===== src/logic/cop_pkg.sv =====
// Shared encodings for the co-processor; class codes 0, 5, 6, 7 and pw codes 5 to 7 are illegal
package cop_pkg;

    localparam logic [6:0] COP_OPCODE = 7'h2b; // Major opcode of every COP instruction

    localparam int F_CLASS_LSB  = 7;   // Class in bits 9..7
    localparam int F_SCLASS_LSB = 10;  // Subclass in bits 13..10
    localparam int F_PW_LSB     = 14;  // Pack width in bits 16..14
    localparam int F_CRD_LSB    = 17;  // Also the CPU rd field
    localparam int F_CRS1_LSB   = 21;
    localparam int F_CRS2_LSB   = 25;  // Also the shift immediate
    localparam int F_RSVD_LSB   = 30;  // Must be zero

    localparam int CLASS_W  = 3;
    localparam int SCLASS_W = 4;
    localparam int PW_W     = 3;
    localparam int CREG_W   = 4;       // COP register index
    localparam int GREG_W   = 5;       // CPU register index
    localparam int IMM_W    = 5;
    localparam int RSVD_W   = 2;

    typedef enum logic [CLASS_W-1:0] {
        PACKED_ARITH = 3'd1,
        BITWISE      = 3'd2,
        MOVE         = 3'd3,
        MP           = 3'd4
    } cop_class_e;

    typedef enum logic [SCLASS_W-1:0] {
        ADD, SUB, SLLI, SRLI,          // Packed arithmetic
        AND, OR, XOR, NOT,             // Bitwise
        MV2GPR, MV2COP,                // Moves
        MADD, MADDC, MMULL, MMULH      // Multi-precision
    } cop_sclass_e;

    typedef enum logic [2:0] {SUCCESS = 3'd0, BAD_INS = 3'd1} cop_result_e;

    typedef enum logic [1:0] {IDLE, WAITING, EXECUTING, FINISHED} cop_fsm_e;

    // Lane width is 32 >> pw
    typedef enum logic [PW_W-1:0] {PW32, PW16, PW8, PW4, PW2} cop_pw_e;

endpackage


===== src/logic/cop_fu_if.sv =====
// Unit bus for one instruction at a time; a unit must drive rd_ben and rd_wdata to zero without idone
`timescale 1ns/100ps
interface cop_fu_if import cop_pkg::*; ();

    logic             ivalid;    // Held high until idone
    cop_sclass_e      subclass;  // Operation select
    cop_pw_e          pw;        // Lane width
    logic [IMM_W-1:0] imm;       // Shift amount
    logic [31:0]      rs1;       // crs1 read data
    logic [31:0]      rs2;       // crs2 read data
    logic [31:0]      rs3;       // crd read data
    logic [31:0]      gpr_rs1;   // CPU register value
    logic             idone;     // One-cycle completion pulse
    logic [3:0]       rd_ben;    // Byte write enables for crd
    logic [31:0]      rd_wdata;  // Write data for crd

    modport unit (
        input  ivalid, subclass, pw, imm, rs1, rs2, rs3, gpr_rs1,
        output idone, rd_ben, rd_wdata
    );

    modport ctrl (
        output ivalid, subclass, pw, imm, rs1, rs2, rs3, gpr_rs1,
        input  idone, rd_ben, rd_wdata
    );

endinterface


===== src/logic/cop_cprs.sv =====
// Three async read ports; a write is visible on the reads from the next cycle, no bypass
`timescale 1ns/100ps
module cop_cprs #(
    parameter bit CPR_RESET_ZERO = 1'b1   // Clear all registers on reset
) (
    input  logic        g_clk,
    input  logic        g_resetn,
    input  logic [3:0]  crs1_addr,
    input  logic [3:0]  crs2_addr,
    input  logic [3:0]  crs3_addr,
    output logic [31:0] crs1_rdata,
    output logic [31:0] crs2_rdata,
    output logic [31:0] crs3_rdata,
    input  logic [3:0]  crd_wen,      // One enable per byte
    input  logic [3:0]  crd_addr,
    input  logic [31:0] crd_wdata
);

    logic [31:0] regs [16];           // Register array

    // Asynchronous reads
    assign crs1_rdata = regs[crs1_addr];
    assign crs2_rdata = regs[crs2_addr];
    assign crs3_rdata = regs[crs3_addr];

    always_ff @(posedge g_clk) begin
        if (!g_resetn && CPR_RESET_ZERO) begin
            for (int r = 0; r < 16; r++) begin
                regs[r] <= '0;
            end
        end else begin
            for (int b = 0; b < 4; b++) begin
                if (crd_wen[b]) begin
                    regs[crd_addr][8*b +: 8] <= crd_wdata[8*b +: 8]; // Byte lane b
                end
            end
        end
    end

    // Units must present clean data when they write
    a_wdata_known: assert property (
        @(posedge g_clk) disable iff (!g_resetn)
        (|crd_wen) |-> !$isunknown(crd_wdata)
    ) else $error("cop_cprs: unknown write data with enable set");

endmodule


===== src/logic/cop_idecode.sv =====
// Purely combinational; fields are sliced even when exception is set and are then meaningless
`timescale 1ns/100ps
module cop_idecode import cop_pkg::*; (
    input  logic [31:0]       encoded,   // Instruction word from the CPU
    output logic              exception, // Illegal instruction
    output cop_class_e        iclass,
    output cop_sclass_e       subclass,
    output cop_pw_e           pw,
    output logic [CREG_W-1:0] crs1,
    output logic [CREG_W-1:0] crs2,
    output logic [CREG_W-1:0] crd,
    output logic [GREG_W-1:0] rd,        // CPU destination for MV2GPR
    output logic [IMM_W-1:0]  imm        // Shift immediate
);

    logic [6:0]        opcode;
    logic [RSVD_W-1:0] rsvd;
    logic [PW_W-1:0]   pw_raw;
    logic              bad_opcode;
    logic              bad_rsvd;
    logic              bad_class;
    logic              bad_pw;

    assign opcode = encoded[6:0];
    assign rsvd   = encoded[F_RSVD_LSB +: RSVD_W];
    assign pw_raw = encoded[F_PW_LSB +: PW_W];

    // Field slicing
    assign iclass   = cop_class_e'(encoded[F_CLASS_LSB +: CLASS_W]);
    assign subclass = cop_sclass_e'(encoded[F_SCLASS_LSB +: SCLASS_W]);
    assign pw       = cop_pw_e'(pw_raw);
    assign crd      = encoded[F_CRD_LSB +: CREG_W];
    assign rd       = encoded[F_CRD_LSB +: GREG_W];   // Overlaps crs1 bit 0
    assign crs1     = encoded[F_CRS1_LSB +: CREG_W];
    assign crs2     = encoded[F_CRS2_LSB +: CREG_W];
    assign imm      = encoded[F_CRS2_LSB +: IMM_W];   // Overlaps bit 29

    // Illegal cases
    assign bad_opcode = opcode != COP_OPCODE;
    assign bad_rsvd   = |rsvd;                        // Top bits reserved
    assign bad_class  = !(iclass inside {PACKED_ARITH, BITWISE, MOVE, MP});

    // Only packed arithmetic looks at pw
    assign bad_pw     = (iclass == PACKED_ARITH) && (pw_raw > PW_W'(PW2));

    assign exception  = bad_opcode || bad_rsvd || bad_class || bad_pw;

endmodule


===== src/logic/cop_malu.sv =====
// Operands must stay stable only in the start cycle; a multiply takes 33 cycles to idone
`timescale 1ns/100ps
module cop_malu import cop_pkg::*; (
    input  logic   g_clk,
    input  logic   g_resetn,
    cop_fu_if.unit fu
);

    logic        busy;                // Operation in flight
    logic [5:0]  step;                // Multiply steps done
    cop_sclass_e op_q;                // Latched operation
    logic [31:0] mcand;               // Multiplicand
    logic [63:0] acc;                 // Product, or sum with carry in bit 32
    logic [32:0] add_sum;
    logic [32:0] part_sum;            // Upper half plus multiplicand
    logic        start;
    logic        start_mul;
    logic        is_mul;
    logic        done;
    logic [31:0] result;

    assign start     = fu.ivalid && !busy;
    assign start_mul = (fu.subclass == MMULL) || (fu.subclass == MMULH);
    assign is_mul    = (op_q == MMULL) || (op_q == MMULH);
    assign done      = busy && (!is_mul || step == 6'd32);

    assign add_sum  = {1'b0, fu.rs1} + {1'b0, fu.rs2} + {32'd0, fu.rs3[0]}; // Carry in from crd
    assign part_sum = {1'b0, acc[63:32]} + (acc[0] ? {1'b0, mcand} : 33'd0);

    always_ff @(posedge g_clk) begin
        if (!g_resetn) begin
            busy <= 1'b0;
            step <= '0;
        end else if (start) begin
            busy <= 1'b1;
            step <= '0;
        end else if (done) begin
            busy <= 1'b0;
        end else if (busy) begin
            step <= step + 6'd1;      // Only runs for multiplies
        end
    end

    always_ff @(posedge g_clk) begin
        if (start) begin
            op_q  <= fu.subclass;
            mcand <= fu.rs1;
            acc   <= start_mul ? {32'd0, fu.rs2} : {31'd0, add_sum};
        end else if (busy && is_mul && !done) begin
            acc   <= {part_sum, acc[31:1]};   // Shift-add step
        end
    end

    always_comb begin
        case (op_q)
            MADDC:   result = {31'd0, acc[32]};
            MMULH:   result = acc[63:32];
            default: result = acc[31:0];      // MADD and MMULL
        endcase
    end

    assign fu.idone    = done;
    assign fu.rd_ben   = done ? 4'hf : 4'h0;
    assign fu.rd_wdata = done ? result : '0;

    // Dispatch must wait for the previous operation
    a_no_overlap: assert property (
        @(posedge g_clk) disable iff (!g_resetn)
        $rose(fu.ivalid) |-> !busy
    ) else $error("cop_malu: new instruction while busy");

endmodule


===== src/logic/cop_palu.sv =====
// Single cycle, idone follows ivalid; pw codes 5 to 7 give meaningless packed results
`timescale 1ns/100ps
module cop_palu import cop_pkg::*; (
    cop_fu_if.unit fu
);

    logic [5:0]  lane_w;              // Lane width in bits
    logic [31:0] msb_mask;            // Top bit of every lane
    logic [31:0] sll_mask;            // Bits that survive a left shift
    logic [31:0] srl_mask;            // Bits that survive a right shift
    logic [31:0] add_res;
    logic [31:0] sub_res;
    logic [31:0] result;

    assign lane_w = 6'd32 >> fu.pw;

    // Per-bit lane masks
    always_comb begin
        logic [5:0] pos;
        for (int i = 0; i < 32; i++) begin
            pos         = 6'(i) & (lane_w - 6'd1);             // Position inside lane
            msb_mask[i] = pos == (lane_w - 6'd1);
            sll_mask[i] = pos >= {1'b0, fu.imm};
            srl_mask[i] = (pos + {1'b0, fu.imm}) < lane_w;     // Zero once imm >= lane
        end
    end

    // Carries stop at lane tops; top bits fixed up by XOR
    assign add_res = ((fu.rs1 & ~msb_mask) + (fu.rs2 & ~msb_mask))
                   ^ ((fu.rs1 ^ fu.rs2) & msb_mask);

    // Lane top forced to 1 so no borrow leaves a lane
    assign sub_res = ((fu.rs1 | msb_mask) - (fu.rs2 & ~msb_mask))
                   ^ ((fu.rs1 ^ ~fu.rs2) & msb_mask);

    always_comb begin
        case (fu.subclass)
            ADD:     result = add_res;
            SUB:     result = sub_res;
            SLLI:    result = (fu.rs1 << fu.imm) & sll_mask;   // Drop bits from lower lane
            SRLI:    result = (fu.rs1 >> fu.imm) & srl_mask;   // Drop bits from upper lane
            AND:     result = fu.rs1 & fu.rs2;
            OR:      result = fu.rs1 | fu.rs2;
            XOR:     result = fu.rs1 ^ fu.rs2;
            NOT:     result = ~fu.rs1;
            MV2COP:  result = fu.gpr_rs1;                      // CPU value into crd
            MV2GPR:  result = fu.rs1;                          // Goes to the CPU instead
            default: result = '0;
        endcase
    end

    assign fu.idone    = fu.ivalid;
    assign fu.rd_wdata = fu.ivalid ? result : '0;

    // MV2GPR leaves the register file alone
    assign fu.rd_ben   = (fu.ivalid && fu.subclass != MV2GPR) ? 4'hf : 4'h0;

endmodule


===== src/logic/cop_top.sv =====
// CPU must hold cpu_insn_enc and cpu_rs1 from accept until cop_insn_rsp; one instruction in flight
`timescale 1ns/100ps
module cop_top import cop_pkg::*; #(
    parameter bit CPR_RESET_ZERO = 1'b1
) (
    input  logic        g_clk,
    input  logic        g_resetn,
    input  logic        cpu_insn_req,   // Instruction request
    output logic        cop_insn_ack,   // Ready to accept
    input  logic [31:0] cpu_insn_enc,
    input  logic [31:0] cpu_rs1,
    output logic        cop_wen,        // GPR write for MV2GPR
    output logic [4:0]  cop_waddr,
    output logic [31:0] cop_wdata,
    output logic [2:0]  cop_result,
    output logic        cop_insn_rsp,   // Instruction finished
    input  logic        cpu_insn_ack    // Response taken
);

    logic              id_exception;
    cop_class_e        id_class;
    cop_sclass_e       id_subclass;
    cop_pw_e           id_pw;
    logic [CREG_W-1:0] id_crs1;
    logic [CREG_W-1:0] id_crs2;
    logic [CREG_W-1:0] id_crd;
    logic [GREG_W-1:0] id_rd;
    logic [IMM_W-1:0]  id_imm;
    logic [31:0]       crs1_rdata;
    logic [31:0]       crs2_rdata;
    logic [31:0]       crs3_rdata;
    cop_fsm_e          state;
    cop_fsm_e          n_state;
    logic              n_ack;
    logic              n_rsp;
    logic              insn_accept;
    logic              insn_retired;
    logic              insn_valid;
    logic              bad_finish;      // Illegal ones finish on accept
    logic              insn_finish;

    cop_fu_if palu_bus ();
    cop_fu_if malu_bus ();

    assign insn_accept  = cpu_insn_req && cop_insn_ack;
    assign insn_retired = cop_insn_rsp && cpu_insn_ack;
    assign insn_valid   = insn_accept || state == EXECUTING;
    assign bad_finish   = insn_accept && id_exception;
    assign insn_finish  = palu_bus.idone || malu_bus.idone || bad_finish;

    // Dispatch by class
    assign palu_bus.ivalid = insn_valid && !id_exception && id_class != MP;
    assign malu_bus.ivalid = insn_valid && !id_exception && id_class == MP;

    assign palu_bus.subclass = id_subclass;
    assign palu_bus.pw       = id_pw;
    assign palu_bus.imm      = id_imm;
    assign palu_bus.rs1      = crs1_rdata;
    assign palu_bus.rs2      = crs2_rdata;
    assign palu_bus.rs3      = crs3_rdata;
    assign palu_bus.gpr_rs1  = cpu_rs1;
    assign malu_bus.subclass = id_subclass;
    assign malu_bus.pw       = id_pw;
    assign malu_bus.imm      = id_imm;
    assign malu_bus.rs1      = crs1_rdata;
    assign malu_bus.rs2      = crs2_rdata;
    assign malu_bus.rs3      = crs3_rdata;
    assign malu_bus.gpr_rs1  = cpu_rs1;

    always_comb begin
        n_state = state;
        n_ack   = 1'b0;
        n_rsp   = 1'b0;
        case (state)
            IDLE: begin
                n_state = WAITING;
                n_ack   = 1'b1;
            end
            WAITING: begin
                if (insn_accept && insn_finish) begin
                    n_state = FINISHED;          // Same-cycle finish
                    n_rsp   = 1'b1;
                end else if (insn_accept) begin
                    n_state = EXECUTING;
                end else begin
                    n_ack   = 1'b1;
                end
            end
            EXECUTING: begin
                if (insn_finish) begin
                    n_state = FINISHED;
                    n_rsp   = 1'b1;
                end
            end
            default: begin                       // FINISHED
                if (insn_retired) begin
                    n_state = WAITING;
                    n_ack   = 1'b1;
                end else begin
                    n_rsp   = 1'b1;              // Hold until CPU takes it
                end
            end
        endcase
    end

    always_ff @(posedge g_clk) begin
        if (!g_resetn) begin
            state        <= IDLE;
            cop_insn_ack <= 1'b0;
            cop_insn_rsp <= 1'b0;
            cop_wen      <= 1'b0;
        end else begin
            state        <= n_state;
            cop_insn_ack <= n_ack;
            cop_insn_rsp <= n_rsp;
            if (insn_finish) begin
                cop_wen  <= !id_exception && id_class == MOVE && id_subclass == MV2GPR;
            end
        end
    end

    // Response payload captured on finish
    always_ff @(posedge g_clk) begin
        if (insn_finish) begin
            cop_waddr  <= id_rd;
            cop_wdata  <= palu_bus.rd_wdata;     // crs1 for MV2GPR
            cop_result <= id_exception ? BAD_INS : SUCCESS;
        end
    end

    cop_idecode idecode_i (
        .encoded(cpu_insn_enc), .exception(id_exception), .iclass(id_class),
        .subclass(id_subclass), .pw(id_pw), .crs1(id_crs1), .crs2(id_crs2),
        .crd(id_crd), .rd(id_rd), .imm(id_imm)
    );

    cop_cprs #(.CPR_RESET_ZERO(CPR_RESET_ZERO)) cprs_i (
        .g_clk(g_clk), .g_resetn(g_resetn),
        .crs1_addr(id_crs1), .crs2_addr(id_crs2), .crs3_addr(id_crd),  // crs3 is crd
        .crs1_rdata(crs1_rdata), .crs2_rdata(crs2_rdata), .crs3_rdata(crs3_rdata),
        .crd_wen(palu_bus.rd_ben | malu_bus.rd_ben), .crd_addr(id_crd),
        .crd_wdata(palu_bus.rd_wdata | malu_bus.rd_wdata)               // Idle units give zero
    );

    cop_palu palu_i (.fu(palu_bus.unit));

    cop_malu malu_i (.g_clk(g_clk), .g_resetn(g_resetn), .fu(malu_bus.unit));

    // Response and payload held, ack kept low, until the CPU takes it
    a_rsp_hold: assert property (
        @(posedge g_clk) disable iff (!g_resetn)
        cop_insn_rsp && !cpu_insn_ack |=> cop_insn_rsp && !cop_insn_ack
            && $stable({cop_result, cop_wen, cop_waddr, cop_wdata})
    ) else $error("cop_top: response changed before the CPU took it");

    // One finish source, and only for an instruction in flight
    a_one_finish: assert property (
        @(posedge g_clk) disable iff (!g_resetn)
        insn_finish |-> insn_valid && $onehot({palu_bus.idone, malu_bus.idone, bad_finish})
    ) else $error("cop_top: bad finish");

    a_finish_bound: assert property (
        @(posedge g_clk) disable iff (!g_resetn) insn_accept |-> ##[0:33] insn_finish
    ) else $error("cop_top: instruction never finished");

endmodule


===== config.mk =====
export PLATFORM = sky130hd
export DESIGN_NAME = cop_top
export DESIGN_NICKNAME = d
export VERILOG_FILES = /design/src/logic/cop_pkg.sv /design/src/logic/cop_fu_if.sv /design/src/logic/cop_cprs.sv /design/src/logic/cop_idecode.sv /design/src/logic/cop_malu.sv /design/src/logic/cop_palu.sv /design/src/logic/cop_top.sv
export SDC_FILE = /design/constraint.sdc
export NUM_CORES = 2
export LEC_CHECK = 0
export BUFFER_PORTS_ARGS = -buffer_cell sky130_fd_sc_hd__buf_2
export CAP_MARGIN = 20
export CORE_MARGIN = 2
export CORE_UTILIZATION = 45
export DETAILED_ROUTE_END_ITERATION = 12
export GPL_TIMING_DRIVEN = 0
export PLACE_DENSITY_LB_ADDON = 0.08
export SLEW_MARGIN = 20
export SYNTH_ARGS = -nofsm -noshare
export SYNTH_HDL_FRONTEND = slang
export SYNTH_SLANG_ARGS = --single-unit

===== constraint.sdc =====
create_clock -name g_clk -period 9.78 [get_ports g_clk]
set_clock_uncertainty 0.2 [all_clocks]
set_input_delay 1.956 -clock g_clk [delete_from_list [all_inputs] [get_ports g_clk]]
set_output_delay 1.956 -clock g_clk [all_outputs]
set_load 0.05 [all_outputs]

==> impl_metrics.env <==
export IMPL_clock_latency_ns=0.72
export IMPL_grt_pass1_wl_um=436000
export IMPL_num_nets_final=5860
export IMPL_p_total_mw=9.73
export IMPL_synth_area_leader_cell="edfxtp_1"
export IMPL_start_util_pct=45.4
export IMPL_drv_slew=0
export IMPL_path_max_fanout=19
export IMPL_cp_slowest_cell="mux4_2"
export IMPL_period_needed_ns=9.92
export IMPL_dr_pass1_iters=9
export IMPL_fmax_mhz=101
export IMPL_dieWidth_um=350
export IMPL_leakage_nw=22.4
export IMPL_seq_area_frac_synth_pct=36.8
export IMPL_power_per_cell_area_mw_per_mm2=161
export IMPL_syn_area_per_cell_sq_um=10.2
export IMPL_cp_end_kind="flip-flop"
export IMPL_place_congestion=1.13
export IMPL_whs_path_depth=2
export IMPL_cts_sinks=662
export IMPL_grt_setup_unrepaired="false"
export IMPL_final_antenna_net_count=0
export IMPL_grt_overflow_total=0
export IMPL_ys_types=101
export IMPL_grt_pass1_vias=50327
export IMPL_synth_cells=5262
export IMPL_vias=52946
export IMPL_hp_class="flip-flop to flip-flop"
export IMPL_relSlewSlack_pct=10.9
export IMPL_synth_edf_count=650
export IMPL_ys_seq_elements=662
export IMPL_hpwlAfterDp_um=257000
export IMPL_startpoint_type="primary input"
export IMPL_portBuffers=106
export IMPL_path_cells="buf_2 > clkbuf_4 > clkbuf_4 > buf_6 > buf_4 > buf_4 > buf_2 > buf_4 > buf_4 > mux4_2 > mux4_2 > nand2_1 > ha_1 > a2111oi_1 > nor3_2 > a211oi_4 > o21ai_1 > a21oi_2 > xnor2_1 > nand2_1 > a41oi_1 > a21oi_4 > buf_2 > nor2_1"
export IMPL_worst_pin_slew_ns=1.34
export IMPL_clock_tree_root_cell="clkbuf_16"
export IMPL_final_common_cell="nor2_1"
export IMPL_final_cell_mix="nor2_1 (739), edfxtp_1 (650), nand2_1 (398)"
export IMPL_hold_buffers=0
export IMPL_wire_per_inst_um=46.1
export IMPL_synth_ff_type="edfxtp_1"
export IMPL_synth_area_top_cells="edfxtp_1 (36%), mux4_2 (13%), ha_1 (6.3%)"
export IMPL_worst_path_most_repeated_cell="buf_4"
export IMPL_synthArstFlopShare_pct=0
export IMPL_yosysWarningCount=0
export IMPL_io_pins=111
export IMPL_grt_max_degree=49
export IMPL_drive_above_1_share_pct=17.3
export IMPL_worstPathArrival_ns=10.13
export IMPL_drt_iter0_drc=8967
export IMPL_die_y_um=350
export IMPL_core_area_sq_mm=0.118
export IMPL_utilization_pct=51.2
export IMPL_ff2ff_path_depth=17
export IMPL_finalSetupViolCount=82
export IMPL_grtUsageTotal_pct=53.0
export IMPL_peakVddDrop_v=0.000270
export IMPL_wirelength_um=328000
export IMPL_antenna_found_initial=26
export IMPL_syn_to_final_growth_pct=12.7
export IMPL_cp_slowest_stage_delay_ns=0.66
export IMPL_criticalPathCategory="primary input to flip-flop"
export IMPL_max_cap_viol_count=0
export IMPL_vias_per_cell=7.44
export IMPL_die_area_sq_mm=0.122
export IMPL_setup_ws_ns=-0.145
export IMPL_hold_viol=0
export IMPL_cts_made_buffers=74
export IMPL_cts_buffer_depth=3
export IMPL_clkTransAtPathRegs_ns=0.07
export IMPL_cts_tree="built"
export IMPL_drcViolationCount=0
export IMPL_min_period_over_period_pct=101
export IMPL_rows=126
export IMPL_cp_data_required_time_ns=9.98
export IMPL_h_tree_depth=3
export IMPL_netlist_area_sq_mm=0.0537
export IMPL_violations="setup timing"
export IMPL_synth_top_area_share_pct=36.3
export IMPL_status="finished, violations left"
-- final cells by class --
cell class                 instances  area (sq um)
antenna                           11          27.5
buffer                           402          1930
clock buffer                      90          1910
clock inverter                    46           683
fill                           10759         57700
inverter                         163           614
multi-input combinational       4031         32100
sequential                       662         19800
tap                             1536          1920
timing repair buffer             177          1550
-- path summary, 6_finish.rpt --
path / start / to / slack (ns)
setup / recovery: cpu_insn_enc[25] / cprs_i.regs[0][26] / -0.14
hold / removal: malu_i.step[5] / malu_i.step[5] / 0.30
setup reg to reg: cprs_i.regs[15][7] / cprs_i.regs[0][26] / 2.67
hold reg to reg: malu_i.step[5] / malu_i.step[5] / 0.30
-- Yosys cell counts (22+ instances only) --
| cell | n |
|---|---|
| a22oi_1 | 79 |
| xnor2_1 | 115 |
| a211oi_1 | 44 |
| buf_4 | 25 |
| buf_1 | 36 |
| a221oi_1 | 28 |
| a31oi_1 | 53 |
| nand2b_1 | 51 |
| o21ai_0 | 183 |
| o21a_1 | 39 |
| clkbuf_1 | 260 |
| o21bai_1 | 29 |
| or3_1 | 31 |
| buf_2 | 75 |
| and3_1 | 36 |
| ha_1 | 272 |
| xor2_1 | 63 |
| and2_1 | 68 |
| nor2b_1 | 71 |
| a22o_1 | 47 |
| inv_1 | 155 |
| o211ai_1 | 49 |
| mux2_2 | 68 |
| mux2i_1 | 116 |
| nand2_1 | 414 |
| a21oi_1 | 332 |
| nand3_1 | 79 |
| nand4_1 | 38 |
| a2111oi_0 | 22 |
| o2111ai_1 | 24 |
| nor3_1 | 87 |
| nor2_1 | 739 |
| edfxtp_1 | 650 |
| mux4_2 | 317 |
| a21o_1 | 129 |
| o22ai_1 | 33 |
| or2_2 | 27 |
| o31ai_1 | 33 |
-- per-stage QoR --
stage	setup TNS (ns)	instances	setup slack (ns)	area, sq um	hold slack [ns]
2_1_floorplan	0	5263	1.53	53700	0.259
3_3_place_gp	-1663.94	6905	-3.76	56200	0.270
3_5_place_dp	-1221.25	6952	-3.18	57300	0.299
4_1_cts	0	7104	0.0426	60400	0.307
5_1_grt	0	7107	0.00632	60500	0.324
6_report	-5.81	7118	-0.145	60500	0.300
-- repair_timing --
action	in CTS	in global routing
resized for setup	75	33
buffers inserted	19	2
pin swaps	8	1
endpoints found under the hold margin	0	0
endpoints found under the setup margin	535	271
-- where the power goes --
group / leakage [nW] / switching, mW / internal (mW) / total [mW]
clock: 1.22 / 1.31 / 1.74 / 3.05
sequential: 6.64 / 0.0684 / 3.22 / 3.28
combinational: 14.5 / 2.34 / 1.05 / 3.39
-- cells by family (layout without fill, tap and decap cells) --
logic type      count (synthesis)  count (layout)  synth area share (%)
xor+xnor                      178             178                  2.90
compound gates               1341            1341                  17.2
other cells                     1              13               0.00698
fa+ha+maj                     281             281                  6.67
mux                           515             515                  17.6
simple gates                 1714            1714                  14.4
buf+inv                       570             878                  4.50
flops                         662             662                  36.8
-- layer usage --
layer / part of all wire (%) / GRT usage [%]
met5: 0.083 / 0.981
met4: 12 / 49.7
met3: 14 / 20.6
met2: 41 / 76.7
met1: 33 / 59.8
-- critical path: cells and delay by family --
kind / cells / cell delay [ns]
compound gates: 6 / 2.51
buf+inv: 10 / 3.32
mux: 2 / 1.20
xor+xnor: 1 / 0.14
simple gates: 4 / 0.58
fa+ha+maj: 1 / 0.32
-- registers in the layout, indices dropped and copies added (netlist names) --
name / cells
cop_wen: 1
malu_i.op_q: 4
cop_result: 1
cop_wdata: 32
malu_i.busy: 1
cprs_i.regs: 512
cop_waddr: 5
malu_i.step: 6
state: 2
cop_insn_ack: 1
cop_insn_rsp: 1
malu_i.mcand: 32
malu_i.acc: 64
(Power assumes the default switching activity.)
